## src/hw/swa_pkg.sv

```systemverilog
package swa_pkg;

    // router size
    localparam int num_ports = 5;
    localparam int num_vcs   = 4;
    // an input never requests its own port
    localparam int num_dests = num_ports - 1;

    // one bit per vc of a port
    typedef logic [num_vcs-1:0] vc_mask_t;

    // one-hot over the other ports, own port squeezed out
    // bit k of input i means output k below i, output k+1 otherwise
    typedef logic [num_dests-1:0] dest_mask_t;

    // requested output of every vc of one port
    typedef dest_mask_t [num_vcs-1:0] vc_dest_t;

    // per input port request bundle
    typedef struct packed {
        vc_mask_t request;
        // vc already owns an output vc
        vc_mask_t ovc_assigned;
        // owned output vc has buffer space
        vc_mask_t ovc_not_full;
        // vc may try for the switch while still waiting on vc allocation
        vc_mask_t spec_valid;
        vc_dest_t dest;
    } port_req_t;

    // per input port grant bundle
    typedef struct packed {
        vc_mask_t   ivc_grant;
        dest_mask_t dest_grant;
        // grant came from the speculative allocator
        logic       spec;
    } port_grant_t;

    // whole router
    typedef port_req_t   [num_ports-1:0] req_all_t;
    typedef port_grant_t [num_ports-1:0] grant_all_t;

endpackage

```

## src/hw/rr_arbiter.sv

```systemverilog
`timescale 1ns/100ps

module rr_arbiter import swa_pkg::*; #(
    parameter int arb_width = num_vcs
) (
    input  logic                 clk,
    input  logic                 reset,
    input  logic [arb_width-1:0] request,
    input  logic                 advance,
    output logic [arb_width-1:0] grant,
    output logic                 any_grant
);

    // one-hot pointer, its bit is the highest priority requester
    logic [arb_width-1:0] priority_ptr;
    // requests at or above the pointer position
    logic [arb_width-1:0] upper_req;
    logic [arb_width-1:0] upper_pick;
    logic [arb_width-1:0] lower_pick;
    logic [arb_width-1:0] next_ptr;

    // ptr - 1 is the thermometer of positions below the pointer
    assign upper_req = request & ~(priority_ptr - arb_width'(1));

    // lowest set bit of each half
    assign upper_pick = upper_req & (~upper_req + arb_width'(1));
    assign lower_pick = request & (~request + arb_width'(1));

    // wrap to the bottom when nothing waits above the pointer
    assign grant     = (|upper_req) ? upper_pick : lower_pick;
    assign any_grant = |request;

    // one past the winner, rotating around the top
    assign next_ptr = (grant << 1) | (grant >> (arb_width - 1));

    always_ff @(posedge clk) begin
        if (reset) begin
            // bit 0 first after reset
            priority_ptr <= arb_width'(1);
        end else if (advance && any_grant) begin
            priority_ptr <= next_ptr;
        end
    end

endmodule

```

## src/hw/separable_sw_alloc.sv

```systemverilog
`timescale 1ns/100ps

module separable_sw_alloc import swa_pkg::*; (
    input  logic                         clk,
    input  logic                         reset,
    input  vc_mask_t   [num_ports-1:0]   vc_req,
    input  vc_dest_t   [num_ports-1:0]   dest,
    output vc_mask_t   [num_ports-1:0]   ivc_grant,
    output dest_mask_t [num_ports-1:0]   dest_grant,
    output logic       [num_ports-1:0]   out_busy
);

    // first stage winner per input port
    vc_mask_t   in_win   [num_ports];
    // destination of that winner
    dest_mask_t win_dest [num_ports];
    // requests and grants of each output arbiter, indexed by squeezed input
    dest_mask_t out_req  [num_ports];
    dest_mask_t out_gnt  [num_ports];
    // input port won its output
    logic [num_ports-1:0] in_granted;

    genvar i, j;

    for (i = 0; i < num_ports; i++) begin : g_in_port
        // pick one vc per input port
        // pointer moves only when the port wins its output too
        rr_arbiter #(
            .arb_width (num_vcs)
        ) input_arb (
            .clk       (clk),
            .reset     (reset),
            .request   (vc_req[i]),
            .advance   (in_granted[i]),
            .grant     (in_win[i]),
            .any_grant ()
        );

        // one-hot mux of the winner's destination
        always_comb begin
            win_dest[i] = '0;
            for (int v = 0; v < num_vcs; v++) begin
                if (in_win[i][v]) begin
                    win_dest[i] = win_dest[i] | dest[i][v];
                end
            end
        end

        // port granted when any output picked it
        assign in_granted[i] = |dest_grant[i];
        // gate the vc winner with the output result
        assign ivc_grant[i]  = in_granted[i] ? in_win[i] : '0;
    end

    // crossbar between input-relative and output-relative positions
    // i is the output port, j the input port
    for (i = 0; i < num_ports; i++) begin : g_route_out
        for (j = 0; j < num_ports; j++) begin : g_route_in
            if (j < i) begin : g_below
                // output i sits at bit i-1 for input j below it
                assign out_req[i][j]      = win_dest[j][i-1];
                assign dest_grant[j][i-1] = out_gnt[i][j];
            end else if (j > i) begin : g_above
                // input j sits at position j-1 for output i
                assign out_req[i][j-1]    = win_dest[j][i];
                assign dest_grant[j][i]   = out_gnt[i][j-1];
            end
            // j == i has no wire, no port sends to itself
        end
    end

    for (i = 0; i < num_ports; i++) begin : g_out_port
        // one input port per output, advances on every grant
        rr_arbiter #(
            .arb_width (num_dests)
        ) output_arb (
            .clk       (clk),
            .reset     (reset),
            .request   (out_req[i]),
            .advance   (out_busy[i]),
            .grant     (out_gnt[i]),
            .any_grant (out_busy[i])
        );
    end

endmodule

```

## src/hw/spec_conflict_filter.sv

```systemverilog
`timescale 1ns/100ps

module spec_conflict_filter import swa_pkg::*; (
    input  vc_mask_t   [num_ports-1:0] ns_ivc_grant,
    input  dest_mask_t [num_ports-1:0] ns_dest_grant,
    input  logic       [num_ports-1:0] ns_out_busy,
    input  vc_mask_t   [num_ports-1:0] sp_ivc_grant,
    input  dest_mask_t [num_ports-1:0] sp_dest_grant,
    output grant_all_t                 grant
);

    // outputs taken by the non-speculative path, seen from each input
    dest_mask_t ns_out_rel [num_ports];
    // outputs a speculative grant may still use
    dest_mask_t sp_free    [num_ports];
    dest_mask_t sp_accept  [num_ports];
    logic [num_ports-1:0] ns_in_busy;
    logic [num_ports-1:0] sp_ok;

    genvar i, k;

    for (i = 0; i < num_ports; i++) begin : g_port
        // squeeze out the port's own output bit
        for (k = 0; k < num_dests; k++) begin : g_rel
            if (k < i) begin : g_below
                assign ns_out_rel[i][k] = ns_out_busy[k];
            end else begin : g_above
                assign ns_out_rel[i][k] = ns_out_busy[k+1];
            end
        end

        // input side conflict
        assign ns_in_busy[i] = |ns_dest_grant[i];

        // busy input blocks everything, otherwise only free outputs
        assign sp_free[i]   = ns_in_busy[i] ? '0 : ~ns_out_rel[i];
        assign sp_accept[i] = sp_free[i] & sp_dest_grant[i];
        assign sp_ok[i]     = |sp_accept[i];

        // both paths never hold the same port at once, so OR merges them
        assign grant[i].ivc_grant  = ns_ivc_grant[i] | (sp_ok[i] ? sp_ivc_grant[i] : '0);
        assign grant[i].dest_grant = ns_dest_grant[i] | sp_accept[i];
        assign grant[i].spec       = sp_ok[i];
    end

endmodule

```

## src/hw/spec_sw_alloc.sv

```systemverilog
`timescale 1ns/100ps

module spec_sw_alloc import swa_pkg::*; (
    input  logic       clk,
    input  logic       reset,
    input  req_all_t   req,
    output grant_all_t grant
);

    // request classes
    vc_mask_t   [num_ports-1:0] ns_req;
    vc_mask_t   [num_ports-1:0] sp_req;
    // destinations are shared by both allocators
    vc_dest_t   [num_ports-1:0] port_dest;

    // non-speculative results
    vc_mask_t   [num_ports-1:0] ns_ivc_grant;
    dest_mask_t [num_ports-1:0] ns_dest_grant;
    logic       [num_ports-1:0] ns_out_busy;

    // speculative results, before filtering
    vc_mask_t   [num_ports-1:0] sp_ivc_grant;
    dest_mask_t [num_ports-1:0] sp_dest_grant;

    genvar i;

    for (i = 0; i < num_ports; i++) begin : g_split
        // owns an output vc with room
        assign ns_req[i] = req[i].request & req[i].ovc_assigned & req[i].ovc_not_full;
        // still waiting on vc allocation, masked by speculation valid
        assign sp_req[i] = req[i].request & req[i].spec_valid & ~req[i].ovc_assigned;
        assign port_dest[i] = req[i].dest;
    end

    separable_sw_alloc nonspec_alloc (
        .clk        (clk),
        .reset      (reset),
        .vc_req     (ns_req),
        .dest       (port_dest),
        .ivc_grant  (ns_ivc_grant),
        .dest_grant (ns_dest_grant),
        .out_busy   (ns_out_busy)
    );

    // its own pointers move on its raw grants, filtered or not
    separable_sw_alloc spec_alloc (
        .clk        (clk),
        .reset      (reset),
        .vc_req     (sp_req),
        .dest       (port_dest),
        .ivc_grant  (sp_ivc_grant),
        .dest_grant (sp_dest_grant),
        .out_busy   ()
    );

    // drop colliding speculative grants and merge
    spec_conflict_filter conflict_filter (
        .ns_ivc_grant  (ns_ivc_grant),
        .ns_dest_grant (ns_dest_grant),
        .ns_out_busy   (ns_out_busy),
        .sp_ivc_grant  (sp_ivc_grant),
        .sp_dest_grant (sp_dest_grant),
        .grant         (grant)
    );

endmodule

```

## config.mk

```make
export PLATFORM = sky130hd
export DESIGN_NAME = spec_sw_alloc
export DESIGN_NICKNAME = d
export VERILOG_FILES = /design/src/hw/swa_pkg.sv /design/src/hw/rr_arbiter.sv /design/src/hw/separable_sw_alloc.sv /design/src/hw/spec_conflict_filter.sv /design/src/hw/spec_sw_alloc.sv
export SDC_FILE = /design/constraint.sdc
export NUM_CORES = 1
export LEC_CHECK = 0
export CAP_MARGIN = 5
export CORE_UTILIZATION = 33
export CTS_CLUSTER_DIAMETER = 150
export DETAILED_ROUTE_END_ITERATION = 8
export DONT_BUFFER_PORTS = 1
export PLACE_DENSITY_LB_ADDON = 0.05
export SYNTH_ARGS = -nofsm -noshare
export SYNTH_HDL_FRONTEND = slang
export SYNTH_SLANG_ARGS = --single-unit
```

## constraint.sdc

```tcl
create_clock -name clk -period 4 [get_ports clk]
set_input_delay 0.2 -clock clk [delete_from_list [all_inputs] [get_ports clk]]
set_output_delay 0.2 -clock clk [all_outputs]
set_load 0.005 [all_outputs]
```

==> metrics.txt, run 1 <==
status=completed; die width=157 um; hold_ws=222 ps; proportion of synthesized chip area in sequential cells=0.201; Worst path most repeated cell=buf_4; pwr/cell area=between 500 and 600 nW/um^2; antenna fix cells=0; Bufs on Longest Clock Path=2; CP required=3800 ps; antenna violation net count after detailed routing=0; power share of the sequential group=0.203; Setup TNS=0 ps; syn_area_per_cell=7.60 sq um; share of cells above drive strength 1=0.273; worst path bufs/invs=4; CP Launch Type=register; Leak=4.09 nW; Crit path largest cell delay=~380 ps; Gate power share=0.619; CTS tree=done; Worst Reg-to-Reg Cells=13; FFs w/ async S/R, synth=0; Clk network pwr share=0.178; peak supply drop=0.191 mV; GRT Total Usage=0.277; drt wl/cell=23.8 um; top cell type's share of synthesized area=0.201; minimum clock period=3940 ps; crit path capture type=output pin; fill count=2,451; syn_nets=1,229; Ys Warns=0; core area=23,500 sq um; internal power=3.08 mW; Design Power=about 5.8 mW; CTS Sinks=80; vias in the first global route=8,863; initial antenna violation count=1; clock transition at the registers of the reported paths=70 ps; Layout Skew=6.27 ps; Root Buffer=clkbuf_16; Synth Instances=between 1,000 and 1,500; post-synth top area cell=dfxtp_1; final wirelength=~36,000 um; H-tree depth=3; Initial Util=0.338; dpl cell area=roughly 9000 sq um; drt first pass iters=5; max frequency=254 MHz; Worst EP arrival=3740 ps; num ports=207; critical path fanouts, max=6; Primary FF master, synth=dfxtp_1; hold_sp=reset; register-to-register setup slack=500 ps; Die Y=157 um; most common cell after layout, fill and taps aside=buf_4; Tightest Pin Transition=787 ps; unrepaired setup endpoints after global routing=true; Min-Delay Path Class=in2reg; first-pass GRT wire length=51,400 um; number of I/O port buffers=0; GPL Wtd Cong=about 0.95; HPWL after DPL=about 28,000 um; Rows=56; drt drc=0; initial drt markers=760; pin count of the biggest net entering global routing=71; CP Class=reg2out; cell area after synthesis=7950 sq um; largest delay contributor family on the critical path=compound AO/OA/AOI/OAI gates; total CTS buffers=9; Synth Register Bits=80; Final Core Density=0.445; switching share of total power=0.466; most frequent cells in the layout=buf_4 (134), nand2_1 (113), a21oi_1 (79); GRT overflow=0; routed vias/inst=6.27; number of flops mapped to enable cells by yosys=0; Finish-stage setup viols=0; Worst-Skew Late Latency=360 ps; Final #Nets=between 1,000 and 1,500; Hold Path Stages=2; crit share post-route=0.986; max_cap viols=0; die footprint=24,700 sq um; Slew Limit Fails=0; Area contributors post-synth=dfxtp_1 (20%), nand2_1 (5.6%), a21oi_1 (5.3%); Crit-path slowest cell=or3_4; Hold Fails Final Rpt=0; final instance area=approximately 10,000 sq um; P_sw=2.69 mW; post-synthesis cell type count=83; vias=9,412; P&R area growth vs syn=31.8%; max_slew headroom=0.470; critical path, cell by cell=o31a_1, or3_4, a32o_2, a222oi_1, buf_4, nand2_2, nor4_4, buf_4, nor3b_4, nor4_4, buf_4, o31ai_4, buf_4
final cells by class:
type,count,area (sq um),area share
multi-input cells,902,6880,0.657
flip-flops and latches,80,1620,0.155
repair buffers,136,1040,0.0997
well taps,319,399,0.0381
clock buffers,10,239,0.0228
inverters,47,176,0.0168
clock inverters,6,115,0.0110
registers in the layout, indices dropped and copies added (netlist names):
| signal | count |
|---|---|
| spec_alloc.g_out_port.output_arb.priority_ptr | 20 |
| nonspec_alloc.g_out_port.output_arb.priority_ptr | 20 |
| nonspec_alloc.g_in_port.input_arb.priority_ptr | 20 |
| spec_alloc.g_in_port.input_arb.priority_ptr | 20 |
cells by family (layout without fill, tap and decap cells):
group | after synthesis | in the layout | synth area share
adder cells (fa/ha/maj) | 20 | 20 | 0.0315
buffers and inverters | 65 | 199 | 0.0312
flip-flops | 80 | 80 | 0.201
AND/OR/NAND/NOR | 450 | 450 | 0.319
XOR/XNOR | 30 | 30 | 0.0330
AO/OA/AOI/OAI | 402 | 402 | 0.384
layer usage:
metal | track usage | wire, um
met1 | 0.361 | 15700
met2 | 0.468 | 16500
met3 | 0.0452 | 2510
met4 | 0.0777 | 927
met5 | 0 | 0
power groups by stage:
stage	clock network [mW]	logic [mW]	registers (mW)
detailed placement	0	2.94	1.16
finish	1.03	3.57	1.17
global route	1.07	3.83	1.20
global placement	0	2.95	1.16
CTS	1.04	3.13	1.15
floorplan	0	1.93	1.11
synthesized netlist by cell type, types with 14 or more instances:
cell type and n:
nand3_1 76, o21ai_1 17, or2_2 15, a32o_1 14, nor3_1 26, ha_1 20, a22o_1 15, o211ai_1 16
and2_1 25, nor2_1 44, o31a_1 16, o31ai_1 34, xor2_1 24, a21oi_1 85, and3_1 20, nand2_1 118
a22oi_1 14, and4_1 18, o32ai_1 14, dfxtp_1 80, clkbuf_1 15, nand3b_1 15, o21ai_0 28, inv_1 46
metrics by stage:
step,cells,worst slack [ps]
floorplan,1047,483
global placement,1440,-53.3
detailed placement,1440,-36.8
CTS,1465,-57.3
global route,1500,-52.8
finish,1500,57.3
worst max-delay path by stage:
stage                end  slack [ps]  depth (start not counted)     start
6_report        grant[8]          60                         13  register
4_1_cts        grant[15]         -60                         10  register
5_1_grt         grant[8]         -50                         15  register
3_3_place_gp   grant[42]         -50                         10  register
3_5_place_dp   grant[41]         -40                         12  register
2_1_floorplan  grant[30]         480                         11  register
repair_timing:
| item | CTS | global route |
|---|---|---|
| endpoints found under the setup margin | 36 | 36 |
| hold endpoints to repair | 70 | 0 |
| pin swaps | 17 | 40 |
| resized for setup | 56 | 116 |
| hold buffers | 1 | 0 |
| setup buffers | 8 | 35 |
(Power assumes the default switching activity.)
==> run 2: changes to the inputs <==
- GPL_TIMING_DRIVEN: default -> 0
==> run 2 against run 1 <==
Compared with the run above:
- critical path type unchanged
- sequential share of layout area increased by 0.27 points
- non-clock buffer count decreased by 54
- worst hold slack improved by 58 ps
- wire length increased by 3.5%
- flip-flop and latch count unchanged
- highest routed layer unchanged
- cell area decreased by 2.4%
- worst setup slack got worse by 13 ps
- fmax decreased by 0.33%
- utilization decreased by 1.1 points
- global-route usage increased by 1.1 points
- clock power decreased by 17%
==> metrics.txt, run 2 (synthesized netlist as in run 1, its figures left out) <==
antenna fix cells=0 (unchanged); Worst EP arrival=3760 ps (was 3740 ps); initial antenna violation count=0 (was 1); total CTS buffers=9 (unchanged); final instance area=10,200 sq um (was 10,500 sq um); worst path bufs/invs=3 (was 4); largest delay contributor family on the critical path=compound AO/OA/AOI/OAI gates (unchanged); Finish-stage setup viols=0 (unchanged); Die Y=157 um (unchanged); core area=23,500 sq um (unchanged); drt wl/cell=25.5 um (was 23.8 um); WP depth=13 (unchanged); CP Launch Type=register (unchanged); status=completed (unchanged); Leak=3.79 nW (was 4.09 nW); peak supply drop=0.240 mV (was 0.191 mV); most common cell after layout, fill and taps aside=nand2_1 (was buf_4); Reg area=1610 sq um (was 1620 sq um); dpl cell area=8360 sq um (was 8970 sq um); GPL Wtd Cong=0.911 (was 0.953); Min-Delay Path Class=in2reg (unchanged); die footprint=24,700 sq um (unchanged); max_cap viols=0 (unchanged); Multi-input gate area=7180 sq um (was 6880 sq um); Hold Path Stages=5 (was 2); Worst Reg-to-Reg Cells=12 (was 13); pin count of the biggest net entering global routing=13 (was 71); number of I/O port buffers=0 (unchanged); H-tree depth=3 (unchanged); # hold bufs at CTS=0 (was 1); Hold Fails Final Rpt=0 (unchanged); Initial Util=0.338 (unchanged); CP Class=reg2out (unchanged); initial drt markers=903 (was 760); die width=157 um (unchanged); Worst-Skew Late Latency=360 ps (about the same); fill count=2,464 (was 2,451); vias=9,307 (was 9,412); minimum clock period=3960 ps (was 3940 ps); num ports=207 (unchanged); max frequency=253 MHz (was 254 MHz); final wirelength=36,900 um (was 35,600 um); Crit-path slowest cell=dfxtp_1 (was or3_4); HPWL after DPL=28,700 um (was 28,300 um); CP required=3800 ps (about the same); Final #Nets=1,304 (was 1,358); Slew Limit Fails=0 (unchanged); Root Buffer=clkbuf_16 (unchanged); antenna violation net count after detailed routing=0 (unchanged); P&R area growth vs syn=28.6% (was 31.8%); Rows=56 (unchanged); crit path capture type=output pin (unchanged); Bufs on Longest Clock Path=2 (unchanged); clock transition at the registers of the reported paths=60 ps (was 70 ps); pwr/cell area=538 nW/um^2 (was 550 nW/um^2); CTS tree=done (unchanged); most frequent cells in the layout=nand2_1 (114), nand3_1 (74), dfxtp_1 (72) (was buf_4 (134), nand2_1 (113), a21oi_1 (79)); vias in the first global route=8,803 (was 8,863); drt drc=0 (unchanged); Crit path largest cell delay=500 ps (was 380 ps); hold_ws=280 ps (was 222 ps); critical path fanouts, max=7 (was 6); CTS Sinks=80 (unchanged); routed vias/inst=6.44 (was 6.27); crit share post-route=0.989 (was 0.986); drt first pass iters=6 (was 5); share of cells above drive strength 1=0.237 (was 0.273); max_slew headroom=0.285 (was 0.470); Layout Skew=12.1 ps (was 6.27 ps); first-pass GRT wire length=52,800 um (was 51,400 um); critical path, cell by cell=inv_1, ha_1, and4b_1, a21oi_4, nor4b_4, buf_4, a22oi_2, nand2_1, o31ai_2, and4_2, nor4_4, buf_4, o31ai_2 (was o31a_1, or3_4, a32o_2, a222oi_1, buf_4, nand2_2, nor4_4, buf_4, nor3b_4, nor4_4, buf_4, o31ai_4, buf_4); GRT Total Usage=0.288 (was 0.277); unrepaired setup endpoints after global routing=true (unchanged); Tightest Pin Transition=1070 ps (was 787 ps); GRT overflow=0 (unchanged)
## run 2: cell count changes in the layout (fill, tap and decap cells not counted), sizes merged
| cell | change |
|---|---|
| inv | -1 |
| buf | -66 |
| bufinv | -2 |
| clkbuf | +15 |
## run 2: stage by stage
| step | cells | util | total power [mW] | setup slack [ps] | setup TNS [ps] |
|---|---|---|---|---|---|
| 6_report | 1446 | 0.434 | 5.50 | 44.3 | 0 |
| 5_1_grt | 1446 | 0.434 | 5.81 | -61.7 | -255 |
| 4_1_cts | 1414 | 0.407 | 5.14 | -10.9 | -10.9 |
| 3_5_place_dp | 1366 | 0.355 | 3.85 | -1100 | -37550 |
| 3_3_place_gp | 1366 | 0.355 | 3.87 | -1100 | -41750 |
| 2_1_floorplan | 1047 | - | 3.04 | 483 | 0 |
## run 2: what timing repair did
| action | in CTS | in global routing |
|---|---|---|
| buffers inserted | 33 | 35 |
| hold endpoints to repair | 0 | 0 |
| setup endpoints to repair | 73 | 44 |
| pin swaps | 28 | 31 |
| gates resized for setup | 120 | 88 |
## run 2: final timing paths
kind,start,end,slack (ps)
worst max-delay path,register,grant[25],40
worst min-delay path,req[97],register,280
worst max register to register,register,register,400
worst min register to register,register,register,470
## run 2: worst reg2reg max path, stage by stage, from the launching register on
cell and delay (ps):
dfxtp_1 400, inv_1 80, ha_1 300, and4b_1 240, nand2b_1 230, o32ai_4 400
a222oi_1 170, buf_4 190, a21oi_2 250, o32ai_4 180, nor4_1 750, a21o_1 210
a21oi_1 50
## run 2: layer usage
metal | vias to the layer above | track usage | wire length, um
met1 | 4497 | 0.366 | 15600
li1 | 4368 | - | -
met5 | - | 0 | 0
met4 | 0 | 0.0994 | 1140
met3 | 60 | 0.0631 | 2970
met2 | 382 | 0.478 | 17200
## run 2: power breakdown
part | total [mW] | switching (mW) | leakage [nW] | internal [mW]
clock | 0.859 | 0.374 | 0.134 | 0.485
combinational | 3.47 | 2.16 | 3.00 | 1.31
sequential | 1.17 | 0.192 | 0.658 | 0.977
## run 2: layout make-up
cell class,count,area share
Tap cell,319,0.0390
Multi-Input combinational cell,902,0.702
Sequential cell,80,0.158
Inverter,47,0.0172
Buffer,14,0.00612
Clock buffer,13,0.0235
Clock inverter,3,0.00416
Timing Repair Buffer,68,0.0499
==> run 3: changes to the inputs <==
- CORE_MARGIN: default -> 2
- CTS_CLUSTER_DIAMETER: 150 -> default
==> run 3 against run 2 <==
Compared with the run above:
- final cell count increased by 0.76%
- worst hold slack got worse by 7.2 ps
- die area increased by 2.6%
- via count increased by 1.7%
- wire length increased by 1.7%
- cell area increased by 2.0%
- clock skew increased by 4.7 ps
==> metrics.txt, run 3 (synthesized netlist as in run 1, its figures left out) <==
critical path fanouts, max=7 (unchanged); GRT Total Usage=0.279 (was 0.288); Finish-stage setup viols=0 (unchanged); P&R area growth vs syn=31.2% (was 28.6%); Rows=56 (unchanged); Worst-Skew Late Latency=360 ps (about the same); most frequent cells in the layout=nand2_1 (113), buf_4 (79), nand3_1 (74) (was nand2_1 (114), nand3_1 (74), dfxtp_1 (72)); GPL Wtd Cong=0.927 (was 0.911); die footprint=25,400 sq um (was 24,700 sq um); Post-Place Setup Slack=-1040 ps (was -1100 ps); CP Launch Type=register (unchanged); GRT overflow=0 (unchanged); final wirelength=37,500 um (was 36,900 um); routed vias/inst=6.50 (was 6.44); Slew Limit Fails=0 (unchanged); Hold Fails Final Rpt=0 (unchanged); number of I/O port buffers=0 (unchanged); status=completed (unchanged); Design Power=5.63 mW (was 5.50 mW); Final Core Density=0.443 (was 0.434); CTS tree=done (unchanged); HPWL after DPL=28,900 um (was 28,700 um); peak supply drop=0.314 mV (was 0.240 mV); Leak=3.88 nW (was 3.79 nW); drt wl/cell=25.8 um (was 25.5 um); drt first pass iters=9 (was 6); max_slew headroom=0.267 (was 0.285); initial antenna violation count=1 (was 0); vias in the first global route=8,985 (was 8,803); first-pass GRT wire length=54,800 um (was 52,800 um); hold_sp=req[97] (unchanged); antenna fix cells=0 (unchanged); pwr/cell area=540 nW/um^2 (was 538 nW/um^2); final worst setup slack=125 ps (was 44.3 ps); share of cells above drive strength 1=0.261 (was 0.237); Initial Util=0.338 (unchanged); Layout Skew=16.9 ps (was 12.1 ps); register-to-register setup slack=450 ps (was 400 ps); drt drc=0 (unchanged); Bufs on Longest Clock Path=2 (unchanged); total CTS buffers=9 (unchanged); clock transition at the registers of the reported paths=70 ps (was 60 ps); max frequency=258 MHz (was 253 MHz); core area=23,500 sq um (unchanged); internal power=2.85 mW (was 2.77 mW); power share of the sequential group=0.210 (was 0.213); max_cap viols=0 (unchanged); most common cell after layout, fill and taps aside=nand2_1 (unchanged); crit path capture type=output pin (unchanged); P_sw=2.78 mW (was 2.73 mW); minimum clock period=3880 ps (was 3960 ps); vias=9,468 (was 9,307); H-tree depth=3 (unchanged); Root Buffer=clkbuf_16 (unchanged); Die Y=159 um (was 157 um); Worst EP arrival=3680 ps (was 3760 ps); pin count of the biggest net entering global routing=14 (was 13); crit share post-route=0.969 (was 0.989); CP Class=reg2out (unchanged); Min-Delay Path Class=in2reg (unchanged); CTS Sinks=80 (unchanged); Final #Nets=1,315 (was 1,304); Gate power share=0.630 (was 0.631); Hold Path Stages=4 (was 5); Clk network pwr share=0.160 (was 0.156); Worst Reg-to-Reg Cells=12 (unchanged); initial drt markers=790 (was 903); Tightest Pin Transition=1100 ps (was 1070 ps); switching share of total power=0.494 (was 0.496); antenna violation net count after detailed routing=0 (unchanged); # hold bufs at CTS=0 (unchanged); CP required=3800 ps (about the same); num ports=207 (unchanged); die width=159 um (was 157 um)
## run 3: cell types whose count changed in the layout (fill, tap and decap cells not counted), moves of 4 or more
cell / previous run / this run
o21ai_1: 18 / 22
buf_4: 69 / 79
a21oi_4: 3 / 7
o21ai_2: 2 / 6
a21oi_2: 13 / 9
dfxtp_1: 72 / 68
o21ai_0: 24 / 18
a32oi_2: 0 / 4
## run 3: worst max-delay path by stage
| stage | start | cells past startpoint | endpoint |
|---|---|---|---|
| after floorplan | register | 11 | grant[30] |
| after global placement | register | 11 | grant[30] |
| after detailed placement | register | 11 | grant[30] |
| after CTS | register | 14 | grant[33] |
| after global routing | register | 14 | grant[43] |
| final | register | 11 | grant[35] |
## run 3: cell type report
class                      instances  area, sq um
fill                            2432        13100
buffer                            15         66.3
timing repair buffer              78          586
sequential                        80         1620
clock inverter                     4         51.3
clock buffer                      12          256
inverter                          47          176
multi-input combinational        902         7270
tap                              319          399
## run 3: critical path, stage by stage (launching register included)
cell	delay, ps
dfxtp_4	380
inv_1	60
ha_1	200
xor2_1	150
or2_2	340
a32o_2	340
buf_4	160
a221oi_4	380
nand4_1	450
nor3_1	520
nor4_4	130
o2bb2ai_1	210
## run 3: timing repair
action                                  in CTS  in global routing
resized for setup                          113                121
endpoints found under the setup margin      71                 45
setup buffers                               43                 35
pin swaps                                   30                 33
## run 3: power groups by stage
stage / Clock (mW) / Sequential (mW) / Combinational (mW)
floorplan: 0 / 1.11 / 1.93
global placement: 0 / 1.17 / 2.70
detailed placement: 0 / 1.16 / 2.69
CTS: 0.915 / 1.16 / 3.11
global route: 0.936 / 1.20 / 3.80
finish: 0.903 / 1.18 / 3.55
## run 3: stage by stage
step	hold slack, ps	std cells	TNS (ps)	instance area (sq um)
after floorplan	448	1047	0	7950
after global placement	459	1366	-44080	8350
after detailed placement	463	1366	-39920	8360
after CTS	269	1423	0	9640
after global routing	327	1457	-5.90	10400
final	273	1457	0	10400
## run 3: layer usage
metal,GRT usage,part of all wire
met2,0.470,0.47
met1,0.369,0.43
met5,0,0
met3,0.0461,0.078
met4,0.0789,0.026
